`src/robocup_pkg.sv`:
```
// Shared widths, command codes and command-byte view; codes are 7 bits under a read/write MSB
package robocup_pkg;

    // Bits per SPI byte, MSB first on the wire
    localparam int SPI_BYTE_WIDTH = 8;
    // Motor duty cycle, two bytes on the bus with the upper bits zero
    localparam int DUTY_WIDTH = 10;
    // Signed encoder count, wraps modulo 2^16
    localparam int ENC_COUNT_WIDTH = 16;
    // Request and response buffers hold one full transfer
    localparam int RESP_BUF_LEN = 12;

    // Command codes in the low 7 bits of the first byte
    localparam logic [SPI_BYTE_WIDTH-2:0] CMD_UPDATE_MTRS = 7'h00;
    localparam logic [SPI_BYTE_WIDTH-2:0] CMD_ENCODER_COUNT = 7'h11;
    localparam logic [SPI_BYTE_WIDTH-2:0] CMD_DUTY_CYCLE = 7'h13;
    localparam logic [SPI_BYTE_WIDTH-2:0] CMD_TOGGLE_MOTOR_EN = 7'h30;

    // Read type in the MSB of the command byte, write type is 0
    localparam logic CMD_READ = 1'b1;

    // Returned for read commands that are not decoded
    localparam logic [SPI_BYTE_WIDTH-1:0] FILL_BYTE = 8'hAA;

    // First request byte: raw data, or read/write flag over a command code
    typedef union packed {
        logic [SPI_BYTE_WIDTH-1:0] raw;
        struct packed {
            logic                      rw;
            logic [SPI_BYTE_WIDTH-2:0] code;
        } cmd;
    } cmd_byte_u;

endpackage

```
`src/quad_encoder_counter.sv`:
```
// Quadrature counter for one encoder; steps faster than one per two sysclk cycles are lost
module quad_encoder_counter (
    input  logic                                    sysclk,
    input  logic                                    watchdog_timer_reset_flag,
    input  logic                                    enc_a_i,
    input  logic                                    enc_b_i,
    output logic [robocup_pkg::ENC_COUNT_WIDTH-1:0] enc_count_o
);

    // Two-flop synchronizers plus the previous synchronized state
    logic [1:0] a_sync;
    logic [1:0] b_sync;
    logic       a_prev;
    logic       b_prev;
    logic       step;
    logic       count_up;

    // Exactly one of A and B changed, so a legal single step
    assign step = (a_sync[1] ^ a_prev) ^ (b_sync[1] ^ b_prev);
    // New A against old B gives the direction, high when A leads
    assign count_up = a_sync[1] ^ b_prev;

    always_ff @(posedge sysclk) begin
        if (watchdog_timer_reset_flag) begin
            a_sync      <= '0;
            b_sync      <= '0;
            a_prev      <= 1'b0;
            b_prev      <= 1'b0;
            enc_count_o <= '0;
        end else begin
            a_sync <= {a_sync[0], enc_a_i};
            b_sync <= {b_sync[0], enc_b_i};
            a_prev <= a_sync[1];
            b_prev <= b_sync[1];
            // Double transitions leave the count alone
            if (step) begin
                if (count_up)
                    enc_count_o <= enc_count_o + 1'b1;
                else
                    enc_count_o <= enc_count_o - 1'b1;
            end
        end
    end

endmodule

```
`src/spi_byte_slave.sv`:
```
// SPI mode 0 slave sampled in sysclk; edges act 3 cycles late, so half period must be >= 8 cycles
module spi_byte_slave (
    input  logic                                   sysclk,
    input  logic                                   watchdog_timer_reset_flag,
    input  logic                                   spi_sck_i,
    input  logic                                   spi_mosi_i,
    input  logic                                   spi_ncs_i,
    input  logic [robocup_pkg::SPI_BYTE_WIDTH-1:0] tx_byte_i,
    output logic                                   spi_miso_o,
    output logic                                   spi_miso_oe_o,
    output logic                                   xfer_start_o,
    output logic                                   xfer_end_o,
    output logic                                   byte_done_o,
    output logic [robocup_pkg::SPI_BYTE_WIDTH-1:0] rx_byte_o
);

    localparam int BW    = robocup_pkg::SPI_BYTE_WIDTH;
    localparam int CNT_W = $clog2(BW);

    logic [1:0]       sck_sync;
    logic [1:0]       mosi_sync;
    logic [1:0]       ncs_sync;
    logic             sck_prev;
    logic             ncs_prev;
    logic             start_q;
    logic [CNT_W-1:0] bit_cnt;
    logic [BW-1:0]    rx_shift;
    logic [BW-1:0]    tx_shift;
    logic             selected;
    logic             sck_rise;
    logic             sck_fall;
    logic             last_bit;

    // SCK edges only count while selected
    assign selected = ~ncs_sync[1];
    assign sck_rise = selected & sck_sync[1] & ~sck_prev;
    assign sck_fall = selected & ~sck_sync[1] & sck_prev;
    assign last_bit = (bit_cnt == CNT_W'(BW - 1));

    assign xfer_start_o  = ~ncs_sync[1] & ncs_prev;
    assign xfer_end_o    = ncs_sync[1] & ~ncs_prev;
    assign spi_miso_oe_o = selected;
    assign spi_miso_o    = tx_shift[BW-1];

    // Pin synchronizers, chip select idles high
    always_ff @(posedge sysclk) begin
        if (watchdog_timer_reset_flag) begin
            sck_sync  <= '0;
            mosi_sync <= '0;
            ncs_sync  <= '1;
            sck_prev  <= 1'b0;
            ncs_prev  <= 1'b1;
        end else begin
            sck_sync  <= {sck_sync[0], spi_sck_i};
            mosi_sync <= {mosi_sync[0], spi_mosi_i};
            ncs_sync  <= {ncs_sync[0], spi_ncs_i};
            sck_prev  <= sck_sync[1];
            ncs_prev  <= ncs_sync[1];
        end
    end

    always_ff @(posedge sysclk) begin
        if (watchdog_timer_reset_flag) begin
            start_q     <= 1'b0;
            bit_cnt     <= '0;
            tx_shift    <= '0;
            byte_done_o <= 1'b0;
        end else begin
            start_q     <= xfer_start_o;
            byte_done_o <= sck_rise & last_bit;
            if (xfer_start_o)
                bit_cnt <= '0;
            else if (sck_rise)
                bit_cnt <= bit_cnt + 1'b1;
            // Byte 0 loads once the status byte is captured
            if (start_q)
                tx_shift <= tx_byte_i;
            // Falling edge at a byte boundary loads the next byte, otherwise shift
            else if (sck_fall)
                tx_shift <= (bit_cnt == '0) ? tx_byte_i : {tx_shift[BW-2:0], 1'b0};
        end
    end

    // MOSI shifts in on rising edges
    always_ff @(posedge sysclk) begin
        if (sck_rise)
            rx_shift <= {rx_shift[BW-2:0], mosi_sync[1]};
        if (sck_rise && last_bit)
            rx_byte_o <= {rx_shift[BW-2:0], mosi_sync[1]};
    end

endmodule

```
`src/spi_command_handler.sv`:
```
// Command layer; WDT_WIDTH must be 16 or less, transfers past RESP_BUF_LEN bytes read FILL_BYTE
module spi_command_handler #(
    parameter int NUM_MOTORS = 5,
    parameter int WDT_WIDTH  = 16
) (
    input  logic                                   sysclk,
    input  logic                                   watchdog_timer_reset_flag,
    input  logic                                   sys_rdy_i,
    input  logic                                   wdt_trigger_i,
    input  logic [WDT_WIDTH-1:0]                   wdt_count_i,
    input  logic                                   xfer_start_i,
    input  logic                                   xfer_end_i,
    input  logic                                   byte_done_i,
    input  logic [robocup_pkg::SPI_BYTE_WIDTH-1:0] rx_byte_i,
    input  logic [NUM_MOTORS-2:0][robocup_pkg::ENC_COUNT_WIDTH-1:0] enc_count_i,
    output logic [robocup_pkg::SPI_BYTE_WIDTH-1:0] tx_byte_o,
    output logic                                   wdt_kick_o,
    output logic                                   motors_en_o
);

    localparam int NUM_ENC = NUM_MOTORS - 1;
    localparam int BW      = robocup_pkg::SPI_BYTE_WIDTH;
    localparam int BUF_LEN = robocup_pkg::RESP_BUF_LEN;
    localparam int CNT_W   = $clog2(BUF_LEN + 1);
    localparam int WORD_W  = 2 * BW;

    robocup_pkg::cmd_byte_u req_buf [BUF_LEN];
    logic [BW-1:0]          res_buf [BUF_LEN];
    logic [robocup_pkg::DUTY_WIDTH-1:0] duty [NUM_MOTORS];

    logic [CNT_W-1:0]  byte_cnt;
    logic              cmd_rdy_q;
    logic              act_q;
    logic              en_q;
    logic              en_prev;
    logic              rdy_prev;
    logic              upd_kick_q;
    logic [WORD_W-1:0] wdt_word;
    logic              cmd_is_read;

    assign wdt_word    = WORD_W'(wdt_count_i);
    assign cmd_is_read = (req_buf[0].cmd.rw == robocup_pkg::CMD_READ);

    // Byte index past the buffer answers with the fill pattern
    assign tx_byte_o = (byte_cnt < CNT_W'(BUF_LEN)) ? res_buf[byte_cnt] : robocup_pkg::FILL_BYTE;

    // A watchdog trip holds the motors off without losing the enable request
    assign motors_en_o = en_q & ~wdt_trigger_i;
    // Kick on a good motor update or on any enable rise
    assign wdt_kick_o  = upd_kick_q | (en_q & ~en_prev);

    // Byte counter and pipeline strobes
    always_ff @(posedge sysclk) begin
        if (watchdog_timer_reset_flag) begin
            byte_cnt  <= '0;
            cmd_rdy_q <= 1'b0;
            act_q     <= 1'b0;
        end else begin
            cmd_rdy_q <= byte_done_i && (byte_cnt == '0);
            act_q     <= xfer_end_i;
            if (xfer_start_i)
                byte_cnt <= '0;
            else if (byte_done_i && byte_cnt != '1)
                byte_cnt <= byte_cnt + 1'b1;
        end
    end

    // Request store, status capture and read response fill
    always_ff @(posedge sysclk) begin
        if (byte_done_i && byte_cnt < CNT_W'(BUF_LEN))
            req_buf[byte_cnt].raw <= rx_byte_i;
        if (xfer_start_i)
            res_buf[0] <= {sys_rdy_i, wdt_trigger_i, motors_en_o, {(BW - 3){1'b0}}};
        if (cmd_rdy_q && cmd_is_read) begin
            case (req_buf[0].cmd.code)
                robocup_pkg::CMD_UPDATE_MTRS, robocup_pkg::CMD_ENCODER_COUNT: begin
                    for (int j = 0; j < NUM_ENC; j++) begin
                        res_buf[2*j+1] <= enc_count_i[j][WORD_W-1:BW];
                        res_buf[2*j+2] <= enc_count_i[j][BW-1:0];
                    end
                    res_buf[2*NUM_ENC+1] <= wdt_word[WORD_W-1:BW];
                    res_buf[2*NUM_ENC+2] <= wdt_word[BW-1:0];
                end
                robocup_pkg::CMD_DUTY_CYCLE: begin
                    for (int j = 0; j < NUM_MOTORS; j++) begin
                        res_buf[2*j+1] <= BW'(duty[j] >> BW);
                        res_buf[2*j+2] <= duty[j][BW-1:0];
                    end
                end
                default: begin
                    for (int j = 1; j < BUF_LEN; j++)
                        res_buf[j] <= robocup_pkg::FILL_BYTE;
                end
            endcase
        end
    end

    // End-of-transfer actions, duty cycles and motor enable
    always_ff @(posedge sysclk) begin
        if (watchdog_timer_reset_flag) begin
            en_q       <= 1'b0;
            en_prev    <= 1'b0;
            rdy_prev   <= 1'b0;
            upd_kick_q <= 1'b0;
            for (int j = 0; j < NUM_MOTORS; j++)
                duty[j] <= '0;
        end else begin
            en_prev    <= en_q;
            rdy_prev   <= sys_rdy_i;
            upd_kick_q <= 1'b0;
            // Enable once, the cycle after the system comes ready
            if (sys_rdy_i && !rdy_prev)
                en_q <= 1'b1;
            if (act_q) begin
                // Motor update needs the command plus two bytes per motor
                if (cmd_is_read && req_buf[0].cmd.code == robocup_pkg::CMD_UPDATE_MTRS
                        && byte_cnt == CNT_W'(1 + 2 * NUM_MOTORS)) begin
                    for (int j = 0; j < NUM_MOTORS; j++)
                        duty[j] <= robocup_pkg::DUTY_WIDTH'({req_buf[2*j+2].raw,
                                                             req_buf[2*j+1].raw});
                    en_q       <= 1'b1;
                    upd_kick_q <= 1'b1;
                end
                // Toggle carries exactly one extra byte
                if (req_buf[0].cmd.code == robocup_pkg::CMD_TOGGLE_MOTOR_EN
                        && byte_cnt == CNT_W'(2))
                    en_q <= cmd_is_read;
            end
        end
    end

endmodule

```
`src/system_supervisor.sv`:
```
// Startup delay and watchdog; timeout is 2^(WDT_PRESCALE_WIDTH+WDT_WIDTH) cycles without a kick
module system_supervisor #(
    parameter int STARTUP_DELAY_WIDTH = 5,
    parameter int WDT_PRESCALE_WIDTH  = 5,
    parameter int WDT_WIDTH           = 16
) (
    input  logic                 sysclk,
    input  logic                 watchdog_timer_reset_flag,
    input  logic                 wdt_kick_i,
    output logic                 sys_rdy_o,
    output logic                 wdt_trigger_o,
    output logic [WDT_WIDTH-1:0] wdt_count_o
);

    logic [STARTUP_DELAY_WIDTH-1:0] start_cnt;
    logic [WDT_PRESCALE_WIDTH-1:0]  prescale_cnt;
    logic                           wdt_tick;

    // One watchdog step per full prescaler turn
    assign wdt_tick = sys_rdy_o && (prescale_cnt == '1);

    // Ready goes high the cycle after the counter saturates
    always_ff @(posedge sysclk) begin
        if (watchdog_timer_reset_flag) begin
            start_cnt <= '0;
            sys_rdy_o <= 1'b0;
        end else if (!sys_rdy_o) begin
            if (start_cnt == '1)
                sys_rdy_o <= 1'b1;
            else
                start_cnt <= start_cnt + 1'b1;
        end
    end

    // Prescaler only runs once ready
    always_ff @(posedge sysclk) begin
        if (watchdog_timer_reset_flag || !sys_rdy_o)
            prescale_cnt <= '0;
        else
            prescale_cnt <= prescale_cnt + 1'b1;
    end

    // Kick wins over a tick in the same cycle
    always_ff @(posedge sysclk) begin
        if (watchdog_timer_reset_flag) begin
            wdt_count_o   <= '0;
            wdt_trigger_o <= 1'b0;
        end else if (wdt_kick_i) begin
            wdt_count_o   <= '0;
            wdt_trigger_o <= 1'b0;
        end else if (wdt_tick) begin
            // Wrap from the maximum trips the watchdog
            if (wdt_count_o == '1)
                wdt_trigger_o <= 1'b1;
            wdt_count_o <= wdt_count_o + 1'b1;
        end
    end

endmodule

```
`src/robocup_top.sv`:
```
// Host SPI core of the motor board; SCK half period must be at least 8 sysclk cycles
module robocup_top #(
    parameter int NUM_MOTORS          = 5,
    parameter int STARTUP_DELAY_WIDTH = 5,
    parameter int WDT_PRESCALE_WIDTH  = 5,
    parameter int WDT_WIDTH           = 16
) (
    input  logic                  sysclk,
    input  logic                  watchdog_timer_reset_flag,
    input  logic [NUM_MOTORS-2:0] enc_a_i,
    input  logic [NUM_MOTORS-2:0] enc_b_i,
    input  logic                  spi_sck_i,
    input  logic                  spi_mosi_i,
    input  logic                  spi_ncs_i,
    output logic                  spi_miso_o,
    output logic                  spi_miso_oe_o,
    output logic                  motors_en_o
);

    // One encoder per motor except the last
    localparam int NUM_ENC = NUM_MOTORS - 1;

    logic                 sys_rdy;
    logic                 wdt_trigger;
    logic [WDT_WIDTH-1:0] wdt_count;
    logic                 wdt_kick;

    logic                                    xfer_start;
    logic                                    xfer_end;
    logic                                    byte_done;
    logic [robocup_pkg::SPI_BYTE_WIDTH-1:0]  rx_byte;
    logic [robocup_pkg::SPI_BYTE_WIDTH-1:0]  tx_byte;

    logic [NUM_ENC-1:0][robocup_pkg::ENC_COUNT_WIDTH-1:0] enc_count;

    // Startup delay and watchdog
    system_supervisor #(
        .STARTUP_DELAY_WIDTH (STARTUP_DELAY_WIDTH),
        .WDT_PRESCALE_WIDTH  (WDT_PRESCALE_WIDTH),
        .WDT_WIDTH           (WDT_WIDTH)
    ) system_supervisor_i (
        .sysclk                    (sysclk),
        .watchdog_timer_reset_flag (watchdog_timer_reset_flag),
        .wdt_kick_i                (wdt_kick),
        .sys_rdy_o                 (sys_rdy),
        .wdt_trigger_o             (wdt_trigger),
        .wdt_count_o               (wdt_count)
    );

    // Pin-level SPI slave, bytes in and out
    spi_byte_slave spi_byte_slave_i (
        .sysclk                    (sysclk),
        .watchdog_timer_reset_flag (watchdog_timer_reset_flag),
        .spi_sck_i                 (spi_sck_i),
        .spi_mosi_i                (spi_mosi_i),
        .spi_ncs_i                 (spi_ncs_i),
        .tx_byte_i                 (tx_byte),
        .spi_miso_o                (spi_miso_o),
        .spi_miso_oe_o             (spi_miso_oe_o),
        .xfer_start_o              (xfer_start),
        .xfer_end_o                (xfer_end),
        .byte_done_o               (byte_done),
        .rx_byte_o                 (rx_byte)
    );

    // Command decode, buffers, duty cycles and enable
    spi_command_handler #(
        .NUM_MOTORS (NUM_MOTORS),
        .WDT_WIDTH  (WDT_WIDTH)
    ) spi_command_handler_i (
        .sysclk                    (sysclk),
        .watchdog_timer_reset_flag (watchdog_timer_reset_flag),
        .sys_rdy_i                 (sys_rdy),
        .wdt_trigger_i             (wdt_trigger),
        .wdt_count_i               (wdt_count),
        .xfer_start_i              (xfer_start),
        .xfer_end_i                (xfer_end),
        .byte_done_i               (byte_done),
        .rx_byte_i                 (rx_byte),
        .enc_count_i               (enc_count),
        .tx_byte_o                 (tx_byte),
        .wdt_kick_o                (wdt_kick),
        .motors_en_o               (motors_en_o)
    );

    // One counter per encoder channel
    for (genvar i = 0; i < NUM_ENC; i++) begin : gen_enc
        quad_encoder_counter quad_encoder_counter_i (
            .sysclk                    (sysclk),
            .watchdog_timer_reset_flag (watchdog_timer_reset_flag),
            .enc_a_i                   (enc_a_i[i]),
            .enc_b_i                   (enc_b_i[i]),
            .enc_count_o               (enc_count[i])
        );
    end

endmodule

```
`config.mk`:
```
export PLATFORM = sky130hd
export DESIGN_NAME = robocup_top
export DESIGN_NICKNAME = d
export VERILOG_FILES = /design/src/robocup_pkg.sv /design/src/quad_encoder_counter.sv /design/src/spi_byte_slave.sv /design/src/spi_command_handler.sv /design/src/system_supervisor.sv /design/src/robocup_top.sv
export SDC_FILE = /design/constraint.sdc
export NUM_CORES = 1
export LEC_CHECK = 0
export ABC_AREA = 1
export BUFFER_PORTS_ARGS = -buffer_cell sky130_fd_sc_hd__clkbuf_2
export CORE_MARGIN = 2
export CORE_UTILIZATION = 57
export DETAILED_ROUTE_END_ITERATION = 8
export GPL_ROUTABILITY_DRIVEN = 0
export PLACE_DENSITY = 0.75
export SYNTH_ARGS = -nofsm -noshare
export SYNTH_HDL_FRONTEND = slang
export SYNTH_SLANG_ARGS = --single-unit
```
`constraint.sdc`:
```
create_clock -name sysclk -period 4.7 [get_ports sysclk]
set_input_delay 0.235 -clock sysclk [delete_from_list [all_inputs] [get_ports sysclk]]
set_output_delay 0.235 -clock sysclk [all_outputs]
set_load 0.01 [all_outputs]
```
==> flow_summary.ini, run 1 <==
[yosys]
ys_warn_count = 0
synth-edff-count = 194
yosysTopAreaCell = edfxtp_1
synth-adder-area-share = 0.0115
synth_nets = 2192
synth.area.mux_share = 0
syn_inst = 2163
ys_ff_latch = 357
async_flop_share = 0
synth_top_family_by_area = simple AND/OR/NAND/NOR gates
yosysMostFrequentCell = nand2_1
synth_common_cells = nand2_1, inv_1, nor2_1
synth_top_area_frac = 0.335
avgSynthCellArea_um2 = 8.05
syn_area_mm2 = 0.0174
synth_xor_area_frac = 0.0200
yosys-top-cells-area = edfxtp_1, dfxtp_1, nand2_1
ys_seq_area_frac = 0.522
ys_types = 44
synthSimpleGateAreaFrac = 0.217
synth_flop_cell = edfxtp_1
synth-compound-area-share = 0.128

[worst_hold_path]
hp-class = in -> reg

[floorplan]
rows = 63
die_h_um = 179
die_w_um = 179
die_area_mm2 = 0.0320
coreArea_mm2 = 0.0299
io_pins = 16
start_util = 0.583

[power]
ir_drop_v = 0.000280
clkPwrFrac = 0.386
p_sw_mw = 2.19
p_leak_nw = 8.70
total_power_mw = 7.76
sequentialPowerShare = 0.448
powerDensity_mw_per_mm2 = 407
swShare = 0.282
p_comb_frac = 0.166
p_int_mw = 5.57

[setup_path]
cp_max_fo = 22
start_kind = register
worstPathRequired_ns = 4.94
r2r_setup_slack_ns = 1.87
critPathKind = reg -> reg
end_kind = register
worstPathArrival_ns = 3.07

[cells_and_area]
utilization = 0.639
diodes = 0
nFillCells = 2466
final_area_mm2 = 0.0191
layout.cells.non_filler = 2587
drive_gt1_frac = 0.0592
areaGrowthSynthToFinish_pct = 9.53
fin_nets = 2196

[clocking]
clock_sinks = 357
clock_path_buffers = 3
cts-buffers-inserted = 38
h-tree-depth = 2
cts_tree = yes
clk_latency_ns = 0.55
root_buffer = clkbuf_16
clkTransAtPathRegs_ns = 0.06

[place]
dp_cells = 2506
pre_cts_ws_ns = 1.99
dpl_cell_area_mm2 = 0.0177
place_hpwl_um = 28100
portBuffers = 15

[timing]
setup_ws_ns = 1.87
finalSetupViolations = 0
setup_tns_ns = 0
worstMarginPinSlew_ns = 1.18
fin_skew_ns = 0.0275
hold_violations = 0
fin_worst_hold_slack_ns = 0.197
max_freq_mhz = 353
rsz0062_at_grt = no
final.min_clock_period_ns = 2.83
max_slew_margin = 0.207
slew_viol_final = 0
post-route-period-util = 0.602

[detailed_routing]
wl_um = 40800
viasPerCell = 5.50
ant_nets = 0
drtIter0Drc = 1409
vias = 14200
drc = 0
wl_per_cell_um = 15.8
dr.pass1.iters = 6

[global_routing]
grt_max_degree = 81
grt_first_pass_wirelength_um = 65500
grt.total_usage = 0.258
antenna_found_initial = 0
grt_pass1_vias = 12700
grt_overflow = 0

[run_status]
status = finished, final reports clean

[flow_run]
drv_cap = 0
## worst paths after layout
kind,startpoint,end,cells past startpoint
max,spi_command_handler_i.req_buf[0][6]$_DFFE_PP_,spi_command_handler_i.res_buf[1][5]$_DFFE_PP_,8
min,watchdog_timer_reset_flag,gen_enc[2].quad_encoder_counter_i.b_prev$_SDFF_PP0_,2
min reg2reg,gen_enc[2].quad_encoder_counter_i.b_sync[0]$_SDFF_PP0_,gen_enc[2].quad_encoder_counter_i.b_sync[1]$_SDFF_PP0_,2
max reg2reg,spi_command_handler_i.req_buf[0][6]$_DFFE_PP_,spi_command_handler_i.res_buf[1][5]$_DFFE_PP_,8
## sequential cells by signal (all words and copies together), names as in the netlist, 7 cells and up, named ones only
name / count
gen_enc.quad_encoder_counter_i.enc_count_o: 64
system_supervisor_i.wdt_count_o: 16
spi_command_handler_i.duty: 50
spi_command_handler_i.req_buf: 58
gen_enc.quad_encoder_counter_i.b_sync: 8
spi_byte_slave_i.rx_byte_o: 8
spi_command_handler_i.res_buf: 83
spi_byte_slave_i.tx_shift: 8
spi_byte_slave_i.rx_shift: 7
gen_enc.quad_encoder_counter_i.a_sync: 8
## final cells by class
| cell class | instances | area [um^2] | area share |
|---|---|---|---|
| Clock buffer | 48 | 1030 | 0.0539 |
| Clock inverter | 22 | 240 | 0.0126 |
| Inverter | 379 | 1420 | 0.0746 |
| Multi-Input combinational cell | 1357 | 6560 | 0.344 |
| Sequential cell | 357 | 9090 | 0.476 |
| Tap cell | 390 | 488 | 0.0256 |
| Timing Repair Buffer | 34 | 245 | 0.0129 |
## cells in the final DEF (no fill, tap or decap), types with 4 or more instances in the layout
| cell type | netlist | layout |
|---|---|---|
| clkinv_2 | 0 | 8 |
| a21oi_1 | 67 | 67 |
| inv_2 | 4 | 6 |
| xor2_1 | 36 | 36 |
| o21bai_1 | 9 | 9 |
| nand3_1 | 131 | 131 |
| clkinvlp_4 | 0 | 5 |
| clkbuf_16 | 0 | 38 |
| clkbuf_8 | 0 | 4 |
| dlygate4sd3_1 | 0 | 11 |
| a41o_1 | 11 | 11 |
| edfxtp_1 | 194 | 194 |
| o221ai_1 | 4 | 4 |
| ha_1 | 16 | 16 |
| a31oi_1 | 11 | 11 |
| o211ai_1 | 18 | 18 |
| nor2_1 | 239 | 239 |
| nand2_2 | 18 | 18 |
| nand2_1 | 491 | 491 |
| inv_1 | 374 | 372 |
| clkbuf_1 | 45 | 6 |
| o22ai_1 | 6 | 6 |
| nor2_2 | 10 | 10 |
| buf_4 | 1 | 8 |
| nor3_1 | 19 | 19 |
| clkbuf_2 | 2 | 15 |
| a41oi_1 | 32 | 32 |
| o21ai_0 | 210 | 209 |
| dfxtp_1 | 163 | 163 |
| nand4_1 | 5 | 5 |
## cells by family after synthesis
logic type               count (synthesis)
flip-flops                             357
adder cells (fa/ha/maj)                 16
XOR/XNOR                                39
AO/OA/AOI/OAI                          380
AND/OR/NAND/NOR                        922
buffers and inverters                  449
## what timing repair did
| item | in CTS | in global routing |
|---|---|---|
| hold endpoints to repair | 11 | 0 |
| hold buffers | 11 | 0 |
| setup buffers | 0 | 0 |
| resized for setup | 0 | 0 |
## worst max-delay path, stage by stage (launching register included)
cell      delay, ns
edfxtp_1       0.40
nor2_1         0.16
nand2_1        0.07
inv_1          0.07
nand4_1        0.75
inv_1          0.44
nor2_1         0.11
inv_1          0.32
o21ai_0        0.19
## power groups by stage
stage	logic [mW]	clock network (mW)	registers (mW)
after floorplan	1.01	0	3.51
after global placement	1.23	0	3.53
after detailed placement	1.26	0	3.54
after CTS	1.27	3.04	3.47
after global routing	1.46	3.16	3.49
final	1.28	3.00	3.48
## layer usage
metal / vias to the layer above / wire [um] / track usage
met1: 6617 / 17800 / 0.357
li1: 7021 / - / -
met4: 0 / 1480 / 0.0925
met3: 87 / 2670 / 0.0303
met2: 513 / 18900 / 0.421
met5: - / 0 / 0
No activity file was read; power rests on OpenSTA's default activity.
==> inputs of run 2 (changes only) <==
--- a/config.mk
+++ b/config.mk
@@ -8,7 +8,7 @@
 export ABC_AREA = 1
 export BUFFER_PORTS_ARGS = -buffer_cell sky130_fd_sc_hd__clkbuf_2
 export CORE_MARGIN = 2
-export CORE_UTILIZATION = 57
+export CORE_UTILIZATION = 60
 export DETAILED_ROUTE_END_ITERATION = 8
 export GPL_ROUTABILITY_DRIVEN = 0
 export PLACE_DENSITY = 0.75
==> constraint.sdc (replaced) <==
create_clock -name sysclk -period 2.7 [get_ports sysclk]
set_input_delay 0.135 -clock sysclk [delete_from_list [all_inputs] [get_ports sysclk]]
set_output_delay 0.135 -clock sysclk [all_outputs]
set_load 0.01 [all_outputs]
==> flow_summary.ini, run 2 (synthesized netlist as in run 1, its figures left out) <==
[global_routing]
grt.total_usage = 0.269
grt_overflow = 0
busiest_layer = met2
grt_max_degree = 81
grt_first_pass_wirelength_um = 65800
grt_util_met3 = 0.0422
use_met2 = 0.438
antenna_found_initial = 0
grt_pass1_vias = 13200
gr-usage-met1 = 0.364

[clocking]
h-tree-depth = 2
root_buffer = clkbuf_16
clock_sinks = 357
clock_path_buffers = 3
cts-buffers-inserted = 38
clk_latency_ns = 0.55
cts_tree = yes
clkTransAtPathRegs_ns = 0.06

[floorplan]
die_area_mm2 = 0.0304
start_util = 0.608
rows = 62
die_h_um = 174
coreArea_mm2 = 0.0286
io_pins = 16
die_w_um = 174

[setup_path]
end_kind = register
start_kind = register
r2r-end = spi_command_handler_i.res_buf[4][6]$_DFFE_PP_
worstPathRequired_ns = 3.06
r2r_start = spi_command_handler_i.req_buf[0][6]$_DFFE_PP_
critPathKind = reg -> reg
worstPathArrival_ns = 2.77
cp_max_fo = 20
rr_worst_depth = 8
r2r_setup_slack_ns = 0.28

[timing]
max_slew_margin = 0.478
finalSetupViolations = 0
final.min_clock_period_ns = 2.42
fin_skew_ns = 0.0251
rsz0062_at_grt = no
post-route-period-util = 0.895
setup_tns_ns = 0
worstMarginPinSlew_ns = 0.779
max_freq_mhz = 414
hold_violations = 0
setup_ws_ns = 0.283
slew_viol_final = 0

[cells_and_area]
areaGrowthSynthToFinish_pct = 10.3
largest_reg_flops = 83
largest_registers = spi_command_handler_i.res_buf x83, gen_enc.quad_encoder_counter_i.enc_count_o x64, spi_command_handler_i.req_buf x58
drive_gt1_frac = 0.0629
fin_nets = 2209
regMostFlops = spi_command_handler_i.res_buf
final_cell_mix = nand2_1, inv_1, nor2_1
utilization = 0.671
nFillCells = 2279
diodes = 0
final_common_cell = nand2_1

[worst_hold_path]
holdPathStages = 2
hp-class = in -> reg
holdCritStartpoint = watchdog_timer_reset_flag
hold_end = spi_byte_slave_i.tx_shift[0]$_SDFFE_PP0P_

[detailed_routing]
drtIter0Drc = 1557
dr.pass1.iters = 6
vias = 14300
wl_per_cell_um = 15.8
ant_nets = 0
viasPerCell = 5.51
wl_um = 41000
drc = 0

[place]
place_hpwl_um = 28100
portBuffers = 15
pre_cts_ws_ns = 0.141

[power]
p_leak_nw = 8.77
powerDensity_mw_per_mm2 = 704
ir_drop_v = 0.000567
total_power_mw = 13.5

[flow_run]
drv_cap = 0

[run_status]
status = finished, final reports clean
==> run 2: what timing repair did <==
item                       in CTS  in global routing
resized for setup               0                  3
setup endpoints to repair       0                 16
buffers inserted                0                  0
hold buffers                   11                  0
hold endpoints to repair       11                  0
==> run 2: layer usage <==
layer,vias up,part of all wire
met4,0,0.034
met5,-,0
met1,6625,0.43
li1,7045,-
met2,521,0.46
met3,95,0.076
==> run 2: where the power goes <==
part           switching (mW)  internal, mW  total, mW  leakage, nW
sequential              0.146          5.90       6.05         3.17
combinational            1.47         0.770       2.24         4.98
clock                    2.19          3.05       5.23        0.618
total                    3.80          9.72       13.5         8.77
==> run 2: worst max path at each step <==
stage                                              startpoint                                          endpoint  slack, ns  cells after the start
2_1_floorplan   spi_command_handler_i.req_buf[0][3]$_DFFE_PP_    spi_command_handler_i.duty[0][0]$_SDFFCE_PN0P_       0.44                      5
3_3_place_gp    spi_command_handler_i.req_buf[0][3]$_DFFE_PP_     spi_command_handler_i.res_buf[7][5]$_DFFE_PP_       0.27                      8
3_5_place_dp    spi_command_handler_i.req_buf[0][3]$_DFFE_PP_     spi_command_handler_i.res_buf[3][5]$_DFFE_PP_       0.14                      8
4_1_cts         spi_command_handler_i.req_buf[0][3]$_DFFE_PP_     spi_command_handler_i.res_buf[1][5]$_DFFE_PP_        0.1                      8
5_1_grt        system_supervisor_i.prescale_cnt[0]$_SDFF_PP0_  system_supervisor_i.wdt_count_o[15]$_SDFFE_PP0P_       0.04                     16
6_report        spi_command_handler_i.req_buf[0][6]$_DFFE_PP_     spi_command_handler_i.res_buf[4][6]$_DFFE_PP_       0.28                      8
==> run 2: final cells by class <==
type,instances,area [um^2],share of cell area
Multi-Input combinational cell,1357,6570,0.342
Sequential cell,357,9090,0.473
Inverter,379,1430,0.0742
Clock inverter,13,189,0.00983
Tap cell,384,480,0.0250
Clock buffer,57,1090,0.0569
Timing Repair Buffer,47,368,0.0191
==> run 2: worst max-delay path, cell delays in order, from the launching register on <==
cell	delay [ns]
edfxtp_1	0.40
nor2_1	0.15
nand2_1	0.07
inv_1	0.07
nand4_1	0.43
nor2_1	0.54
buf_4	0.36
nand2_1	0.09
o21ai_0	0.11
==> run 2: metrics by stage <==
stage / hold WS, ns / std cells / instance area, um^2
global route: 0.113 / 2594 / 19200
floorplan: 0.239 / 2163 / 17400
global placement: 0.323 / 2513 / 17800
detailed placement: 0.325 / 2513 / 17800
CTS: 0.103 / 2594 / 19200
finish: 0.0992 / 2594 / 19200
==> inputs of run 3 (changes only) <==
--- a/config.mk
+++ b/config.mk
@@ -5,7 +5,6 @@
 export SDC_FILE = /design/constraint.sdc
 export NUM_CORES = 1
 export LEC_CHECK = 0
-export ABC_AREA = 1
 export BUFFER_PORTS_ARGS = -buffer_cell sky130_fd_sc_hd__clkbuf_2
 export CORE_MARGIN = 2
 export CORE_UTILIZATION = 60
==> flow_summary.ini, run 3 <==
[cells_and_area]
nFillCells = 1890
diodes = 0
largest_registers = spi_command_handler_i.res_buf x83, gen_enc.quad_encoder_counter_i.enc_count_o x64, spi_command_handler_i.req_buf x58
final_cell_mix = edfxtp_1, nor2_1, dfxtp_1
fin_nets = 1534
largest_reg_flops = 83
regMostFlops = spi_command_handler_i.res_buf
utilization = 0.686
areaGrowthSynthToFinish_pct = 11.7
drive_gt1_frac = 0.102
final_common_cell = edfxtp_1
layout.cells.non_filler = 1869

[power]
total_power_mw = 13.3
ir_drop_v = 0.000589
powerDensity_mw_per_mm2 = 743
p_leak_nw = 6.51

[clocking]
cts-buffers-inserted = 37
clk_latency_ns = 0.53
clock_sinks = 357
clkTransAtPathRegs_ns = 0.06
h-tree-depth = 2
post_cts_buffers = 0
root_buffer = clkbuf_16
cts_tree = yes
clock_path_buffers = 3

[timing]
finalSetupViolations = 0
final.min_clock_period_ns = 2.48
fin_skew_ns = 0.0126
worstMarginPinSlew_ns = 1.23
setup_tns_ns = 0
max_slew_margin = 0.174
rsz0062_at_grt = no
post-route-period-util = 0.920
max_freq_mhz = 402
slew_viol_final = 0
hold_violations = 0

[yosys]
yosysMostFrequentCell = edfxtp_1
avgSynthCellArea_um2 = 10.8
ys_ff_latch = 357
async_flop_share = 0
synth-edff-count = 194
synth-adder-area-share = 0.0124
synth.area.mux_share = 0.0586
synth-compound-area-share = 0.0916
syn_inst = 1496
synth_common_cells = edfxtp_1, nor2_1, dfxtp_1
ys_warn_count = 0
synth_flop_cell = edfxtp_1
synth_xor_area_frac = 0.0474
synth_nets = 1525
synth_top_area_frac = 0.362
syn_area_mm2 = 0.0161
yosysTopAreaCell = edfxtp_1
ys_types = 76
synth_top_family_by_area = simple AND/OR/NAND/NOR gates
ys_seq_area_frac = 0.565
synthSimpleGateAreaFrac = 0.195
yosys-top-cells-area = edfxtp_1, dfxtp_1, nor2_1

[detailed_routing]
wl_um = 36900
wl_per_cell_um = 19.7
vias = 11500
dr.pass1.iters = 6
viasPerCell = 6.16
ant_nets = 0
drtIter0Drc = 1309
drc = 0

[global_routing]
grt_pass1_vias = 10800
grt_first_pass_wirelength_um = 58800
grt_overflow = 0
grt.total_usage = 0.267
grt_max_degree = 85
antenna_found_initial = 1

[setup_path]
worstPathRequired_ns = 3.10
critPathKind = reg -> reg
worstPathArrival_ns = 2.88
cp-startpoint = gen_enc[1].quad_encoder_counter_i.a_sync[1]$_SDFF_PP0_
r2r_start = gen_enc[1].quad_encoder_counter_i.a_sync[1]$_SDFF_PP0_
end_kind = register
start_kind = register
cp_max_fo = 3

[floorplan]
die_area_mm2 = 0.0281
rows = 59
start_util = 0.614
coreArea_mm2 = 0.0262
die_w_um = 168
io_pins = 16
die_h_um = 168

[place]
place_hpwl_um = 25000
portBuffers = 15
dp_cells = 1790

[worst_hold_path]
holdCritStartpoint = watchdog_timer_reset_flag
hp-class = in -> reg

[flow_run]
drv_cap = 0

[run_status]
status = finished, final reports clean
-- run 3: cell count changes after synthesis, moves of 47 or more --
cell     delta
nor2_1     -48
inv_1     -357
nand2_1   -375
nor2b_1    +49
mux2i_1    +47
o21ai_0   -176
nand3_1    -82
and2_1     +64
-- run 3: final timing paths --
path,depth (start not counted),endpoint,slack (ns)
hold reg to reg,1,spi_byte_slave_i.ncs_sync[1]$_SDFF_PP1_,0.41
hold / removal,2,register,0.09
setup reg to reg,9,register,0.22
setup / recovery,9,register,0.22
-- run 3: layout make-up --
type | count | area, um^2 | share of cell area
Multi-Input combinational cell | 1030 | 6550 | 0.364
Timing Repair Buffer | 61 | 500 | 0.0278
Inverter | 18 | 67.6 | 0.00376
Clock inverter | 23 | 372 | 0.0207
Tap cell | 335 | 419 | 0.0233
Clock buffer | 45 | 977 | 0.0544
Sequential cell | 357 | 9090 | 0.506
-- run 3: worst max-delay path: stages (launching register included) --
cell and delay (ns):
dfxtp_1 0.37, xor2_1 0.24, xnor2_1 0.10, ha_1 0.19, or4_1 0.41, o41a_1 0.36, or2_1 0.24, a31oi_1 0.22
xor2_1 0.18, nor2_1 0.05
-- run 3: metrics by stage --
stage / cell area [um^2] / hold WS (ns) / setup WS (ns)
floorplan: 16100 / 0.239 / 0.0307
global placement: 16500 / 0.322 / 0.297
detailed placement: 16500 / 0.321 / 0.219
CTS: 18000 / 0.0766 / 0.181
global route: 18000 / 0.114 / 0.0452
finish: 18000 / 0.0869 / 0.215
-- run 3: metal layers --
metal	vias up	GRT usage	share of wire
li1	5404	-	-
met1	5500	0.369	0.42
met2	511	0.419	0.45
met3	90	0.0477	0.081
met4	2	0.112	0.041
met5	-	0	0.00030
-- run 3: report_power, final --
part	switching, mW	internal [mW]	total, mW
Clock	2.10	3.47	5.57
Sequential	0.368	5.89	6.26
Combinational	0.796	0.714	1.51
-- run 3: cells by family (layout without fill, tap and decap cells) --
| group | Yosys count | count (layout) |
|---|---|---|
| buf+inv | 109 | 147 |
| xor+xnor | 87 | 87 |
| compound gates | 218 | 218 |
| simple gates | 629 | 629 |
| mux | 80 | 80 |
| flops | 357 | 357 |
| fa+ha+maj | 16 | 16 |
-- run 3: repair_timing --
item	4_1_cts	5_1_grt
endpoints found under the hold margin	11	0
resized for setup	0	1
setup endpoints to repair	0	1
hold buffers	11	0
